===== config.mk =====
export PLATFORM = sky130hd
export DESIGN_NAME = hl_ctrl_top
export DESIGN_NICKNAME = d
export VERILOG_FILES = /design/src/verilog/hl_ctrl_pkg.sv /design/src/verilog/cmd_sync.sv /design/src/verilog/ctrl_regs.sv /design/src/verilog/hl_ctrl_top.sv /design/src/verilog/status_resp.sv
export VERILOG_INCLUDE_DIRS = /design/src /design/src/verilog
export SDC_FILE = /design/constraint.sdc
export NUM_CORES = 1
export LEC_CHECK = 0
export ABC_AREA = 1
export BUFFER_PORTS_ARGS = -buffer_cell sky130_fd_sc_hd__buf_2
export CAP_MARGIN = 30
export CORE_ASPECT_RATIO = 0.75
export CORE_UTILIZATION = 25
export CTS_CLUSTER_SIZE = 30
export DETAILED_ROUTE_END_ITERATION = 6
export PLACE_DENSITY = 0.46
export SLEW_MARGIN = 15
export SYNTH_ARGS = -nofsm -noshare
export SYNTH_HDL_FRONTEND = slang
export SYNTH_SLANG_ARGS = --single-unit

===== constraint.sdc =====
create_clock -name clk_ctrl -period 1.6 [get_ports clk_ctrl]
set_clock_uncertainty 0.1 [all_clocks]
set_input_delay 0.08 -clock clk_ctrl [delete_from_list [all_inputs] [get_ports clk_ctrl]]
set_output_delay 0.08 -clock clk_ctrl [all_outputs]
set_load 0.01 [all_outputs]

===== src/verilog/hl_ctrl_config.svh =====
/*
 * Command addresses, field widths, data word bit positions
 * and synchronizer depth for the control path
 */
`ifndef HL_CTRL_CONFIG_SVH
`define HL_CTRL_CONFIG_SVH

////////////////////
// Command bus

`define HL_ADDR_W       6
`define HL_DATA_W       32

// Register addresses
`define HL_ADDR_TXDRV   9
`define HL_ADDR_GAIN    10

////////////////////
// Data word fields

`define HL_DRIVE_W      8
`define HL_DRIVE_LSB    24
`define HL_PA_EN_BIT    19
`define HL_GAIN_W       6
`define HL_GAIN_OVR_BIT 6

// Flops per synchronizer chain
`define HL_SYNC_DEPTH   2

`define HL_RESP_W       40

`endif


===== src/verilog/hl_ctrl_pkg.sv =====
/*
 * Command, control, status and response structs
 * Two-view union for the command data word
 */
`include "hl_ctrl_config.svh"

package hl_ctrl_pkg;

  ////////////////////
  // Command side

  // Host command as it arrives, framed by the count toggle
  typedef struct packed {
    logic [`HL_ADDR_W-1:0] addr;
    logic [`HL_DATA_W-1:0] data;
    logic                  ptt;
    logic                  resp_req;
  } cmd_t;

  // Transmit drive word
  typedef struct packed {
    logic [`HL_DRIVE_W-1:0]                    drive;
    logic [`HL_DRIVE_LSB-`HL_PA_EN_BIT-2:0]    rsvd_hi;
    logic                                      pa_en;
    logic [`HL_PA_EN_BIT-1:0]                  rsvd_lo;
  } drive_view_t;

  // Receive gain word
  typedef struct packed {
    logic [`HL_DATA_W-`HL_GAIN_OVR_BIT-2:0]    rsvd;
    logic                                      gain_override;
    logic [`HL_GAIN_W-1:0]                     gain;
  } gain_view_t;

  // Same 32-bit data word, decoded per address
  typedef union packed {
    drive_view_t drive_view;
    gain_view_t  gain_view;
  } cmd_data_u;

  ////////////////////
  // Radio side

  typedef struct packed {
    logic                   tx_on;
    logic                   pa_tr;
    logic [`HL_DRIVE_W-1:0] drive;
    logic [`HL_GAIN_W-1:0]  gain;
    logic                   gain_override;
  } ctrl_t;

  typedef struct packed {
    logic clip;
    logic good_lvl;
  } rx_status_t;

  // Answer to a response-wanted command
  typedef struct packed {
    logic [`HL_ADDR_W-1:0] addr;
    logic                  clip;
    logic                  good_lvl;
    logic [`HL_DATA_W-1:0] readback;
  } resp_t;

endpackage


===== src/verilog/cmd_sync.sv =====
/*
 * Command count toggle synchronizer and strobe generator
 * Receiver status level synchronizers
 */
`include "hl_ctrl_config.svh"

module cmd_sync (
  input  logic                    clk_ctrl,
  input  logic                    arst_n_i,
  input  hl_ctrl_pkg::cmd_t       cmd_i,
  input  logic                    cmd_cnt_i,
  input  hl_ctrl_pkg::rx_status_t status_i,
  output logic                    cmd_stb_o,
  output hl_ctrl_pkg::cmd_t       cmd_o,
  output hl_ctrl_pkg::rx_status_t status_o
);

  // Count bit on top, status bits below it
  localparam int SYNC_W = 1 + $bits(hl_ctrl_pkg::rx_status_t);
  localparam int LAST   = `HL_SYNC_DEPTH - 1;

  logic [`HL_SYNC_DEPTH-1:0][SYNC_W-1:0] sync_q;
  logic                                  cnt_last_q;
  logic                                  cnt_sync;
  logic                                  cnt_advance;
  hl_ctrl_pkg::cmd_t                     cmd_q;

  ////////////////////
  // Synchronizer chains

  always_ff @(posedge clk_ctrl or negedge arst_n_i) begin
    if (!arst_n_i) begin
      sync_q <= '0;
    end else begin
      sync_q[0] <= {cmd_cnt_i, status_i};
      for (int i = 1; i < `HL_SYNC_DEPTH; i++) begin
        sync_q[i] <= sync_q[i-1];
      end
    end
  end

  assign cnt_sync = sync_q[LAST][SYNC_W-1];

  // Toggle about to enter the last stage
  assign cnt_advance = sync_q[LAST-1][SYNC_W-1] ^ cnt_sync;

  ////////////////////
  // Toggle detect

  always_ff @(posedge clk_ctrl or negedge arst_n_i) begin
    if (!arst_n_i) begin
      cnt_last_q <= 1'b0;
    end else begin
      cnt_last_q <= cnt_sync;
    end
  end

  // One cycle per toggle, either direction
  assign cmd_stb_o = cnt_sync ^ cnt_last_q;

  // Command bus has been stable since before the toggle,
  // so it is taken on the edge that raises the strobe
  always_ff @(posedge clk_ctrl or negedge arst_n_i) begin
    if (!arst_n_i) begin
      cmd_q <= '0;
    end else if (cnt_advance) begin
      cmd_q <= cmd_i;
    end
  end

  assign cmd_o    = cmd_q;
  assign status_o = sync_q[LAST][SYNC_W-2:0];

endmodule


===== src/verilog/ctrl_regs.sv =====
/*
 * Transmit drive and receive gain registers
 * PTT and PA keying, readback select
 */
`include "hl_ctrl_config.svh"

module ctrl_regs (
  input  logic                   clk_ctrl,
  input  logic                   arst_n_i,
  input  logic                   cmd_stb_i,
  input  hl_ctrl_pkg::cmd_t      cmd_i,
  output hl_ctrl_pkg::ctrl_t     ctrl_o,
  output logic [`HL_DATA_W-1:0]  readback_o
);

  hl_ctrl_pkg::cmd_data_u drive_q;
  hl_ctrl_pkg::cmd_data_u drive_d;
  hl_ctrl_pkg::cmd_data_u gain_q;
  hl_ctrl_pkg::cmd_data_u gain_d;
  logic                   tx_on_q;
  logic                   drive_hit;
  logic                   gain_hit;

  ////////////////////
  // Address decode

  assign drive_hit = cmd_stb_i && (cmd_i.addr == `HL_ADDR_W'(`HL_ADDR_TXDRV));
  assign gain_hit  = cmd_stb_i && (cmd_i.addr == `HL_ADDR_W'(`HL_ADDR_GAIN));

  // Next register values
  always_comb begin
    drive_d = drive_q;
    gain_d  = gain_q;
    if (drive_hit) begin
      drive_d = cmd_i.data;
    end
    if (gain_hit) begin
      gain_d = cmd_i.data;
    end
  end

  ////////////////////
  // Registers

  always_ff @(posedge clk_ctrl or negedge arst_n_i) begin
    if (!arst_n_i) begin
      drive_q <= '0;
      gain_q  <= '0;
    end else begin
      drive_q <= drive_d;
      gain_q  <= gain_d;
    end
  end

  // PTT follows every command, whatever the address
  always_ff @(posedge clk_ctrl or negedge arst_n_i) begin
    if (!arst_n_i) begin
      tx_on_q <= 1'b0;
    end else if (cmd_stb_i) begin
      tx_on_q <= cmd_i.ptt;
    end
  end

  ////////////////////
  // Outputs

  assign ctrl_o.tx_on = tx_on_q;

  // PA keyed only while transmitting
  assign ctrl_o.pa_tr         = tx_on_q & drive_q.drive_view.pa_en;
  assign ctrl_o.drive         = drive_q.drive_view.drive;
  assign ctrl_o.gain          = gain_q.gain_view.gain;
  assign ctrl_o.gain_override = gain_q.gain_view.gain_override;

  // Post-update word, reserved bits included
  always_comb begin
    case (cmd_i.addr)
      `HL_ADDR_W'(`HL_ADDR_TXDRV): begin
        readback_o = drive_d;
      end
      `HL_ADDR_W'(`HL_ADDR_GAIN): begin
        readback_o = gain_d;
      end
      default: begin
        readback_o = '0;
      end
    endcase
  end

endmodule


===== src/verilog/hl_ctrl_top.sv =====
/*
 * Control-domain command path top level
 * Synchronizer, register block and responder
 */
`include "hl_ctrl_config.svh"

module hl_ctrl_top (
  input  logic                    clk_ctrl,
  input  logic                    arst_n_i,
  input  hl_ctrl_pkg::cmd_t       cmd_i,
  input  logic                    cmd_cnt_i,
  input  hl_ctrl_pkg::rx_status_t status_i,
  output hl_ctrl_pkg::ctrl_t      ctrl_o,
  output hl_ctrl_pkg::resp_t      resp_o,
  output logic                    resp_valid_o,
  input  logic                    resp_ready_i,
  output logic                    rxclrstatus_o
);

  logic                    cmd_stb;
  hl_ctrl_pkg::cmd_t       cmd;
  hl_ctrl_pkg::rx_status_t status_sync;
  logic [`HL_DATA_W-1:0]   readback;

  ////////////////////
  // Into clk_ctrl

  cmd_sync cmd_sync_i (
    .clk_ctrl  (clk_ctrl),
    .arst_n_i  (arst_n_i),
    .cmd_i     (cmd_i),
    .cmd_cnt_i (cmd_cnt_i),
    .status_i  (status_i),
    .cmd_stb_o (cmd_stb),
    .cmd_o     (cmd),
    .status_o  (status_sync)
  );

  ////////////////////
  // Radio settings

  ctrl_regs ctrl_regs_i (
    .clk_ctrl   (clk_ctrl),
    .arst_n_i   (arst_n_i),
    .cmd_stb_i  (cmd_stb),
    .cmd_i      (cmd),
    .ctrl_o     (ctrl_o),
    .readback_o (readback)
  );

  // Status and response
  status_resp status_resp_i (
    .clk_ctrl      (clk_ctrl),
    .arst_n_i      (arst_n_i),
    .cmd_stb_i     (cmd_stb),
    .cmd_i         (cmd),
    .status_i      (status_sync),
    .readback_i    (readback),
    .resp_o        (resp_o),
    .resp_valid_o  (resp_valid_o),
    .resp_ready_i  (resp_ready_i),
    .rxclrstatus_o (rxclrstatus_o)
  );

endmodule


===== src/verilog/status_resp.sv =====
/*
 * Sticky receiver clip and good-level flags
 * Response capture with valid/ready handshake
 */
`include "hl_ctrl_config.svh"

module status_resp (
  input  logic                    clk_ctrl,
  input  logic                    arst_n_i,
  input  logic                    cmd_stb_i,
  input  hl_ctrl_pkg::cmd_t       cmd_i,
  input  hl_ctrl_pkg::rx_status_t status_i,
  input  logic [`HL_DATA_W-1:0]   readback_i,
  output hl_ctrl_pkg::resp_t      resp_o,
  output logic                    resp_valid_o,
  input  logic                    resp_ready_i,
  output logic                    rxclrstatus_o
);

  logic                  clip_q;
  logic                  good_lvl_q;
  logic                  resp_valid_q;
  logic                  rxclr_q;
  hl_ctrl_pkg::resp_t    resp_q;
  logic                  xfer;
  logic                  capture;
  logic [`HL_RESP_W-1:0] resp_d;

  assign xfer = resp_valid_q & resp_ready_i;

  // Requests seen while a response is pending are dropped
  assign capture = cmd_stb_i & cmd_i.resp_req & ~resp_valid_q;

  assign resp_d = {cmd_i.addr, clip_q, good_lvl_q, readback_i};

  ////////////////////
  // Sticky flags

  // Set by level, cleared by a transfer unless still asserted
  always_ff @(posedge clk_ctrl or negedge arst_n_i) begin
    if (!arst_n_i) begin
      clip_q     <= 1'b0;
      good_lvl_q <= 1'b0;
    end else begin
      clip_q     <= (clip_q & ~xfer) | status_i.clip;
      good_lvl_q <= (good_lvl_q & ~xfer) | status_i.good_lvl;
    end
  end

  ////////////////////
  // Response

  always_ff @(posedge clk_ctrl or negedge arst_n_i) begin
    if (!arst_n_i) begin
      resp_q       <= '0;
      resp_valid_q <= 1'b0;
    end else if (capture) begin
      resp_q       <= resp_d;
      resp_valid_q <= 1'b1;
    end else if (xfer) begin
      resp_valid_q <= 1'b0;
    end
  end

  // Clear pulse lands on the cycle after the transfer
  always_ff @(posedge clk_ctrl or negedge arst_n_i) begin
    if (!arst_n_i) begin
      rxclr_q <= 1'b0;
    end else begin
      rxclr_q <= xfer;
    end
  end

  assign resp_o        = resp_q;
  assign resp_valid_o  = resp_valid_q;
  assign rxclrstatus_o = rxclr_q;

endmodule

# --- After elaboration in Yosys (flattened, before gate mapping) ---
# Cells that the tools add are included.
# Widths: inputs -> output; s select.
classes:
  n_eq_ne: 2
  muxes: 5
  bitwise: 12
  n_reduce_logical: 3
ops:
  columns: ["operator", "n"]
  rows:
  - ["$mux 32", 2]
  - ["$pmux 32 s2", 1]
  - ["$eq 6x4->1 const B", 2]
  - ["$and 1x1->1", 6]
  - ["$logic_and 1x1->1", 2]
  - ["$mux 1", 2]
  - ["$not 1->1", 2]
  - ["$or 1x1->1", 2]
  - ["$reduce_bool 2->1", 1]
  - ["$xor 1x1->1", 2]
totals:
  reg_bits: 156
  input_bits: 46
  out_inout_bits: 59
  elab_cells: 40

# --- Logic depth before layout (Yosys ltp) ---
# Gate-level depths: netlist of the first run.
depth:
  word_depth: 4
  ltp_mapped: 10
  ltp_nobuf: 9

# --- Modules after synthesis ---
# A second synthesis of the first run with hierarchy kept.
hier_totals:
  hier_cells: 897
  area_unflattened_um2: 7608.5
by_module_without_submodules:
  columns: ["mod", "instances", "cells_per_inst", "area_per_inst_um2", "seq_area_each_um2"]
  rows:
  - ["ctrl_regs", 1, 516, 3930.0, 1626.6]
  - ["cmd_sync", 1, 192, 1863.0, 1176.1]
  - ["status_resp", 1, 189, 1815.5, 1101.1]

# --- Worst setup path before layout of the first run ---
# No wires, ideal clock.
synth_timing:
  kind: "register -> register"
  startpoint: "reg cmd_sync_i.sync_q, in the netlist cmd_sync_i.cnt_sync"
  endpoint: "reg status_resp_i.resp_q, in the netlist status_resp_i.resp_o[12]"
  setup_ns: 0.117
  t_arrival_ns: 1.260
  required_ns: 1.383
  slack_ns: 0.123
  stages_incl_launch_ff: 11
  period_less_slack_ns: 1.477
  path_cell_list: "dfrtp_1 -> inv_2 -> nand2_1 -> nand2_2 -> buf_4 -> buf_2 -> nand4_1 -> nand3_1 -> nand2_1 -> nand2_1 -> nand2_1"
synth_via:
  elab_chain_len: 4
  word_cells_on_any_way: 8
  classes_between: "mux (3); bitwise (3); reduce/logical (2)"
synth_lines:
  columns: ["element", "line_no", "text"]
  rows:
  - ["start: declaration", "cmd_sync.sv:22", "logic [`HL_SYNC_DEPTH-1:0][SYNC_W-1:0] sync_q;"]
  - ["start signal: indexed assignment", "cmd_sync.sv:37", "sync_q[i] <= sync_q[i-1];"]
  - ["$xor 1x1->1 (*)", "cmd_sync.sv:59", "assign cmd_stb_o = cnt_sync ^ cnt_last_q;"]
  - ["$logic_and 1x1->1 (on tied branches)", "ctrl_regs.sv:28, ctrl_regs.sv:27", null]
  - ["$mux 32 (on tied branches)", "ctrl_regs.sv:37, ctrl_regs.sv:34", null]
  - ["$pmux 32 s2", "ctrl_regs.sv:77", "case (cmd_i.addr)"]
  - ["end signal: assignment", "status_resp.sv:58", "resp_q <= resp_d;"]
  - ["end: declaration", "status_resp.sv:24", "hl_ctrl_pkg::resp_t resp_q;"]
# Every way passes the cells marked *; elsewhere a longest branch is shown, timed or not.
# A chain may end at the register's enable or synchronous reset.

# --- Worst setup path in the final report of the first run ---
layout_timing:
  startpoint: "reg cmd_sync_i.cmd_q, in the netlist cmd_sync_i.cmd_o[38]"
  endpoint: "reg status_resp_i.resp_q, in the netlist status_resp_i.resp_o[14]"
layout_via:
  elab_chain_len: 4
  word_cells_on_any_way: 7
  classes_between: "eq/ne (2); mux (3); reduce/logical (2)"
layout_lines:
  columns: ["element", "line_no", "text"]
  rows:
  - ["start: declaration", "cmd_sync.sv:26", "hl_ctrl_pkg::cmd_t cmd_q;"]
  - ["start signal: assignment", "cmd_sync.sv:67", "cmd_q <= cmd_i;"]
  - ["$eq 6x4->1 (on tied branches)", "ctrl_regs.sv:28, ctrl_regs.sv:77, ctrl_regs.sv:27", null]
  - ["$logic_and 1x1->1 (on tied branches)", "ctrl_regs.sv:28, ctrl_regs.sv:27", null]
  - ["$mux 32 (on tied branches)", "ctrl_regs.sv:37, ctrl_regs.sv:34", null]
  - ["$pmux 32 s2 (*)", "ctrl_regs.sv:77", null]
# Marks and branches as above.

==> results.json, run 1 <==
{
  "initial_utilization_pct": 25.4,
  "synth_top_area_cell": "dfrtp_1",
  "fin_nets": 1033,
  "synth_top_area_share_pct": 54.9,
  "status": "complete, but fails checks",
  "synthTopCellsByArea": "dfrtp_1 55%, nand2_1 13%, and2_1 5.8%",
  "crit_chain": "inv_2 > nand2_2 > nor2_4 > buf_12 > nand3_4 > buf_12 > nand2_1 > nand3_2 > nand2_1 > nand2_1 > nand2_1",
  "h-tree-depth": 4,
  "syn_area_sq_um": 7110,
  "powerDensity_nw_per_um2": 1350,
  "ant_nets": 0,
  "period_needed_ns": 1.61,
  "via_per_inst": 4.20,
  "cts_buffer_depth": 2,
  "antenna_found_initial": 1,
  "cts_tree": "built",
  "rrSetupSlack_ns": -0.01,
  "clk_pin_slew_ns": 0.06,
  "port_buffers": 104,
  "max_slew.worst_pin.slew_ns": 0.403,
  "clk_latency_ns": 0.44,
  "worstSetupPathType": "flip-flop to flip-flop",
  "grt_pass1_wl_um": 32200,
  "syn_inst": 833,
  "reg2reg_depth": 11,
  "row_count": 53,
  "dp_cells": 1300,
  "fin_ws_ns": -0.0142,
  "power_mw": 13.1,
  "timing.rr.start": "cmd_sync_i.cmd_o[38]",
  "slew_violations": 0,
  "first_iter_violations": 279,
  "pre_cts_ws_ns": -0.118,
  "synth_fa_ha_area_share_pct": 0,
  "rsz0062_at_grt": "true",
  "ys_seq_area_share_pct": 54.9,
  "cts-root-buf": "clkbuf_16",
  "cp_slowest_cell": "dfrtp_1",
  "track_usage_pct": 14.5,
  "synthSimpleGateAreaFrac_pct": 29.8,
  "synth_fp_nets": 879,
  "overflow": 0,
  "die-width_um": 197,
  "cts-buffers-inserted": 17,
  "synth_compound_area_share_pct": 3.66,
  "synth_xor_area_share_pct": 0.123,
  "cts.sinks": 156,
  "antennaDiodeCount": 0,
  "worstSetupEndpointType": "flip-flop",
  "syn_avg_cell_area_sq_um": 8.53,
  "die_h_um": 148,
  "startpoint_type": "flip-flop",
  "totalWireLength_um": 20300,
  "drc": 0,
  "fillers": 2969,
  "critical_path_arrival_ns": 1.89,
  "hold_ws_ns": 0.0373,
  "finalHoldViolCount": 0,
  "slew_headroom_pct": 73.1,
  "vias": 5816,
  "ys_warn_count": 0,
  "grt_start_max_net_pins": 51,
  "design_area_sq_um": 9710,
  "drtPass1Iterations": 6,
  "power.leakage_nw": 5.04,
  "max_cap_viol_count": 0,
  "max_freq_mhz": 620,
  "required_ns": 1.87,
  "synth_top_family_by_area": "simple AND/OR/NAND/NOR gates",
  "synth.mux.area_fraction_pct": 0.158,
  "cp_max_fo": 14,
  "critical_path.most_common_cell": "nand2_1",
  "setup-violations-final": 1,
  "ys_types": 21,
  "dieArea_sq_um": 29100,
  "violations": "negative setup slack",
  "post-route-period-util_pct": 101,
  "core_sq_um": 28000,
  "place_hpwl_um": 13200,
  "gp_congestion": 0.743,
  "synth_seq_cells": 156,
  "area_growth_syn_to_layout_pct": 36.5,
  "peakVddDrop_v": 0.000788,
  "layout_common_cells": "223 x nand2_1, 156 x dfrtp_1, 106 x inv_1",
  "pin_count": 105,
  "layout_commonest_cell": "nand2_1",
  "dpl_cell_area_sq_um": 8280,
  "layout-drive-gt1-share_pct": 23.9,
  "slowest_delay_ns": 0.37,
  "fin_cells": 1385,
  "timing.rr.end": "status_resp_i.resp_o[14]",
  "wire_per_inst_um": 14.7,
  "hp-class": "input pin to async pin",
  "grt_pass1_vias": 5666
}
[cells by family (layout without fill, tap and decap cells)]
kind of cell           after synthesis  count (layout)
AO/OA/AOI/OAI                       51              51
XOR/XNOR                             1               1
buffers and inverters              177             344
flip-flops                         156             156
multiplexers                         1               1
AND/OR/NAND/NOR                    447             447
[flip-flops by register name (all words and copies together) (netlist names)]
signal / cells
status_resp_i.clip_q: 1
cmd_sync_i.status_o: 2
status_resp_i.resp_o: 40
cmd_sync_i.sync_q: 3
ctrl_regs_i.gain_q: 32
cmd_sync_i.cnt_last_q: 1
status_resp_i.good_lvl_q: 1
status_resp_i.rxclrstatus_o: 1
status_resp_i.resp_valid_o: 1
ctrl_regs_i.drive_q: 32
cmd_sync_i.cmd_o: 40
cmd_sync_i.cnt_sync: 1
ctrl_regs_i.tx_on_q: 1
[repair_timing]
item	CTS	global route
pin swaps	2	5
hold buffers	45	0
cloned	0	4
setup endpoints to repair	32	34
gates resized for setup	8	43
endpoints found under the hold margin	203	0
buffers inserted	2	2
[power by group]
part / leakage (nW) / internal, mW / switching (mW)
logic: 2.76 / 1.44 / 1.91
clock network: 0.304 / 2.66 / 1.73
registers: 1.98 / 4.97 / 0.386
[critical path, delay by kind of cell (launching register included)]
kind / cells / cell delay (ns)
buffers and inverters: 3 / 0.41
DFF: 1 / 0.37
and+or+nand+nor: 8 / 0.66
[metrics by stage]
stage	setup TNS (ns)	util, %
2_1_floorplan	0	-
3_3_place_gp	-1.13	29.6
3_5_place_dp	-2.38	29.6
4_1_cts	-0.00812	33.7
5_1_grt	-2.42	34.7
6_report	-0.0142	34.7
[worst max path at each step]
stage	startpoint	endpoint	slack [ns]	cells after the start
final	cmd_sync_i.cmd_o[38]	status_resp_i.resp_o[14]	-0.01	11
after CTS	cmd_sync_i.cmd_o[38]	status_resp_i.resp_o[28]	-0.004	10
after floorplan	cmd_sync_i.cnt_sync	status_resp_i.resp_o[12]	0.12	10
after detailed placement	cmd_sync_i.cmd_o[38]	status_resp_i.resp_o[24]	-0.12	9
after global placement	cmd_sync_i.cmd_o[38]	status_resp_i.resp_o[14]	-0.07	9
after global routing	cmd_sync_i.cmd_o[38]	status_resp_i.resp_o[14]	-0.11	11
[metal layers]
metal / share of wire (%) / up-vias / wire length, um / global-route usage, %
met3: 5.0 / 17 / 1020 / 3.58
met5: 0.049 / - / 10 / 0
li1: - / 2922 / - / -
met4: 1.0 / 2 / 208 / 4.53
met1: 53 / 2737 / 10900 / 22.0
met2: 41 / 138 / 8240 / 19.7
[area by class of cell]
cell class | count | area (sq um) | area share, %
Clock buffer | 19 | 443 | 4.56
Tap cell | 385 | 482 | 4.96
Multi-Input combinational cell | 500 | 2600 | 26.7
Inverter | 111 | 417 | 4.29
Clock inverter | 13 | 189 | 1.95
Timing Repair Buffer | 201 | 1680 | 17.3
Sequential cell | 156 | 3900 | 40.2
[synth_stat cells, drive strengths merged]
cell,n
nand3,67
o21ai,48
inv,111
and2,66
nor2,4
nand2,246
dfrtp,156
buf,58
mux2,1
xor2,1
o21bai,2
nand4,64
a21oi,1
clkbuf,8
Power figures use the tool's default switching activity.
==> run 2, diff against run 1 <==
- ABC_CLOCK_PERIOD_IN_PS: not set -> 1600
- CORE_UTILIZATION: 25 -> 52
- PLACE_DENSITY: 0.46 -> 0.79
- SYNTH_HIERARCHICAL: not set -> 1
==> run 2 against run 1 <==
Net effect:
- the run still ends with negative setup slack left
- power grew 4.4%
- sequential power grew 2%
- largest cell class unchanged
- utilization grew 38 points
- clock-buffer cell count grew 1
- maximum frequency shrank 11%
- first-iteration DRC count grew to 3.0 times the previous value
- critical path type unchanged
==> results.json, run 2 <==
{
  "finalHoldViolCount": 0,
  "h-tree-depth": 4,
  "synth_top_area_cell": "dfrtp_1",
  "hp-class": "input pin to async pin",
  "setup-violations-final": 46,
  "syn_avg_cell_area_sq_um": 8.48,
  "dieArea_sq_um": 15100,
  "gp_congestion": 0.843,
  "sequentialPowerShare_pct": 39.8,
  "core_sq_um": 14000,
  "drtPass1Iterations": 7,
  "die-width_um": 142,
  "synthTopCellsByArea": "dfrtp_1 51%, nand2_1 11%, nand3_1 9.5%",
  "fin_ws_ns": -0.212,
  "period_needed_ns": 1.81,
  "ys_seq_area_share_pct": 51.3,
  "worstSetupPathType": "flip-flop to flip-flop",
  "startpoint_type": "flip-flop",
  "status": "complete, but fails checks",
  "async_flop_share_pct": 100,
  "syn_area_sq_um": 7610,
  "post-route-period-util_pct": 113,
  "crit_chain": "xor2_4 > buf_12 > nand3_4 > buf_8 > nand2_2 > nand3_2 > nand2_1 > nand4_1 > nand2_1",
  "pin_count": 105,
  "pre_cts_ws_ns": -0.167,
  "slew_headroom_pct": 65.5,
  "track_usage_pct": 29.2,
  "critical_path.most_common_cell": "nand2_1",
  "wire_per_inst_um": 18.0,
  "max_freq_mhz": 552,
  "grt_start_max_net_pins": 51,
  "layout_common_cells": "191 x nand2_1, 153 x dfrtp_1, 134 x nand3_1",
  "row_count": 37,
  "p_clk_share_pct": 32.1,
  "dpl_cell_area_sq_um": 8390,
  "ys_warn_count": 6,
  "ys_types": 18,
  "design_area_sq_um": 10200,
  "synth_fp_nets": 943,
  "die_h_um": 107,
  "clk_pin_slew_ns": 0.06,
  "via_per_inst": 5.62,
  "crit_family": "simple AND/OR/NAND/NOR gates",
  "overflow": 0,
  "switching_share_pct": 31.1,
  "required_ns": 1.86,
  "totalWireLength_um": 22800,
  "antennaDiodeCount": 0,
  "p_int_mw": 9.42,
  "first_iter_violations": 844,
  "synth_common_cells": "224 x nand2_1, 156 x dfrtp_1, 144 x nand3_1",
  "layout-drive-gt1-share_pct": 25.9,
  "cts-root-buf": "clkbuf_16",
  "max_slew.worst_pin.slew_ns": 0.518,
  "synth_seq_cells": 156,
  "cp_slowest_cell": "dfrtp_2",
  "grt_pass1_vias": 6650,
  "cts.sinks": 156,
  "synth.most_common_cell": "nand2_1",
  "powerDensity_nw_per_um2": 1340,
  "peakVddDrop_v": 0.000716,
  "cp_max_fo": 11,
  "synth_top_area_share_pct": 51.3,
  "cts-buffers-inserted": 17,
  "vias": 7126,
  "violations": "negative setup slack",
  "worstSetupEndpointType": "flip-flop",
  "cts_buffer_depth": 2,
  "initial_utilization_pct": 54.4,
  "grt_pass1_wl_um": 33900,
  "port_buffers": 104,
  "cp_num_buf_inv": 2,
  "layout_commonest_cell": "nand2_1",
  "hold_ws_ns": 0.0810,
  "slew_violations": 0,
  "power.leakage_nw": 5.46,
  "area_growth_syn_to_layout_pct": 33.8,
  "critical_path_arrival_ns": 2.07,
  "rsz0062_at_grt": "true",
  "max_cap_viol_count": 0,
  "cts_tree": "built",
  "place_hpwl_um": 12800,
  "pwr-share-comb_pct": 28.0,
  "fin_nets": 1106,
  "synth_edf_count": 0,
  "synth-main-ff-cell": "dfrtp_1",
  "drc": 0,
  "fin_util_pct": 72.8,
  "antenna_found_initial": 0,
  "syn_inst": 897,
  "clk_latency_ns": 0.42,
  "slowest_delay_ns": 0.43,
  "ant_nets": 0,
  "fin_tns_setup_ns": -6.85,
  "netSwitchingPower_mw": 4.26
}
## run 2: final cells by class
| type | instances | area, sq um |
|---|---|---|
| multi-input combinational | 549 | 2940 |
| tap | 195 | 244 |
| sequential | 156 | 3910 |
| clock buffer | 20 | 447 |
| fill | 968 | 3800 |
| clock inverter | 11 | 193 |
| inverter | 106 | 398 |
| timing repair buffer | 230 | 2050 |
## run 2: worst paths after layout
path	slack [ns]	cells past startpoint	to	startpoint
setup / recovery	-0.21	9	status_resp_i/resp_o[18]	cmd_sync_i/cnt_last_q
hold / removal	0.08	2	status_resp_i/good_lvl_q	arst_n_i
setup reg to reg	-0.21	9	status_resp_i/resp_o[18]	cmd_sync_i/cnt_last_q
hold reg to reg	0.25	0	cmd_sync_i/status_o[0]	cmd_sync_i/sync_q[0]
max in group asynchronous	0.76	3	cmd_sync_i/cmd_o[34]	arst_n_i
min in group clk_ctrl	0.20	2	cmd_sync_i/sync_q[2]	cmd_cnt_i
## run 2: cell families after synthesis
group | Yosys count | share of synthesized area [%]
simple gates | 544 | 35.4
buf+inv | 192 | 12.7
flops | 156 | 51.3
compound gates | 3 | 0.263
xor+xnor | 1 | 0.115
mux | 1 | 0.148
## run 2: per-layer routing
metal,GRT usage (%),up-vias,share of wire (%)
met5,0,-,0
met4,11.0,0,3.3
met3,6.97,79,9.6
met2,44.9,422,45
met1,40.2,3384,42
li1,-,3241,-
## run 2: timing repair
item / 4_1_cts / 5_1_grt
hold buffers: 45 / 0
pin swaps: 10 / 47
gates resized for setup: 24 / 65
setup buffers: 4 / 10
endpoints found under the hold margin: 203 / 0
endpoints found under the setup margin: 43 / 78
gates cloned: 4 / 10
## run 2: worst register-to-register path: cells and delay by family, from the launching register on
family        cells  cell delay (ns)
buf+inv           2             0.36
xor+xnor          1             0.19
simple gates      6             0.67
flops             1             0.43
## run 2: metrics by stage
stage / std cells / power, mW
floorplan: 897 / 7.72
global placement: 1165 / 8.46
detailed placement: 1165 / 8.56
CTS: 1249 / 13.2
global route: 1267 / 14.4
finish: 1267 / 13.7
## run 2: power groups by stage
stage	sequential, mW	combinational (mW)	clock [mW]
floorplan	5.41	2.30	0
global placement	5.42	3.04	0
detailed placement	5.46	3.10	0
CTS	5.41	3.36	4.44
global route	5.55	4.19	4.61
finish	5.45	3.84	4.40
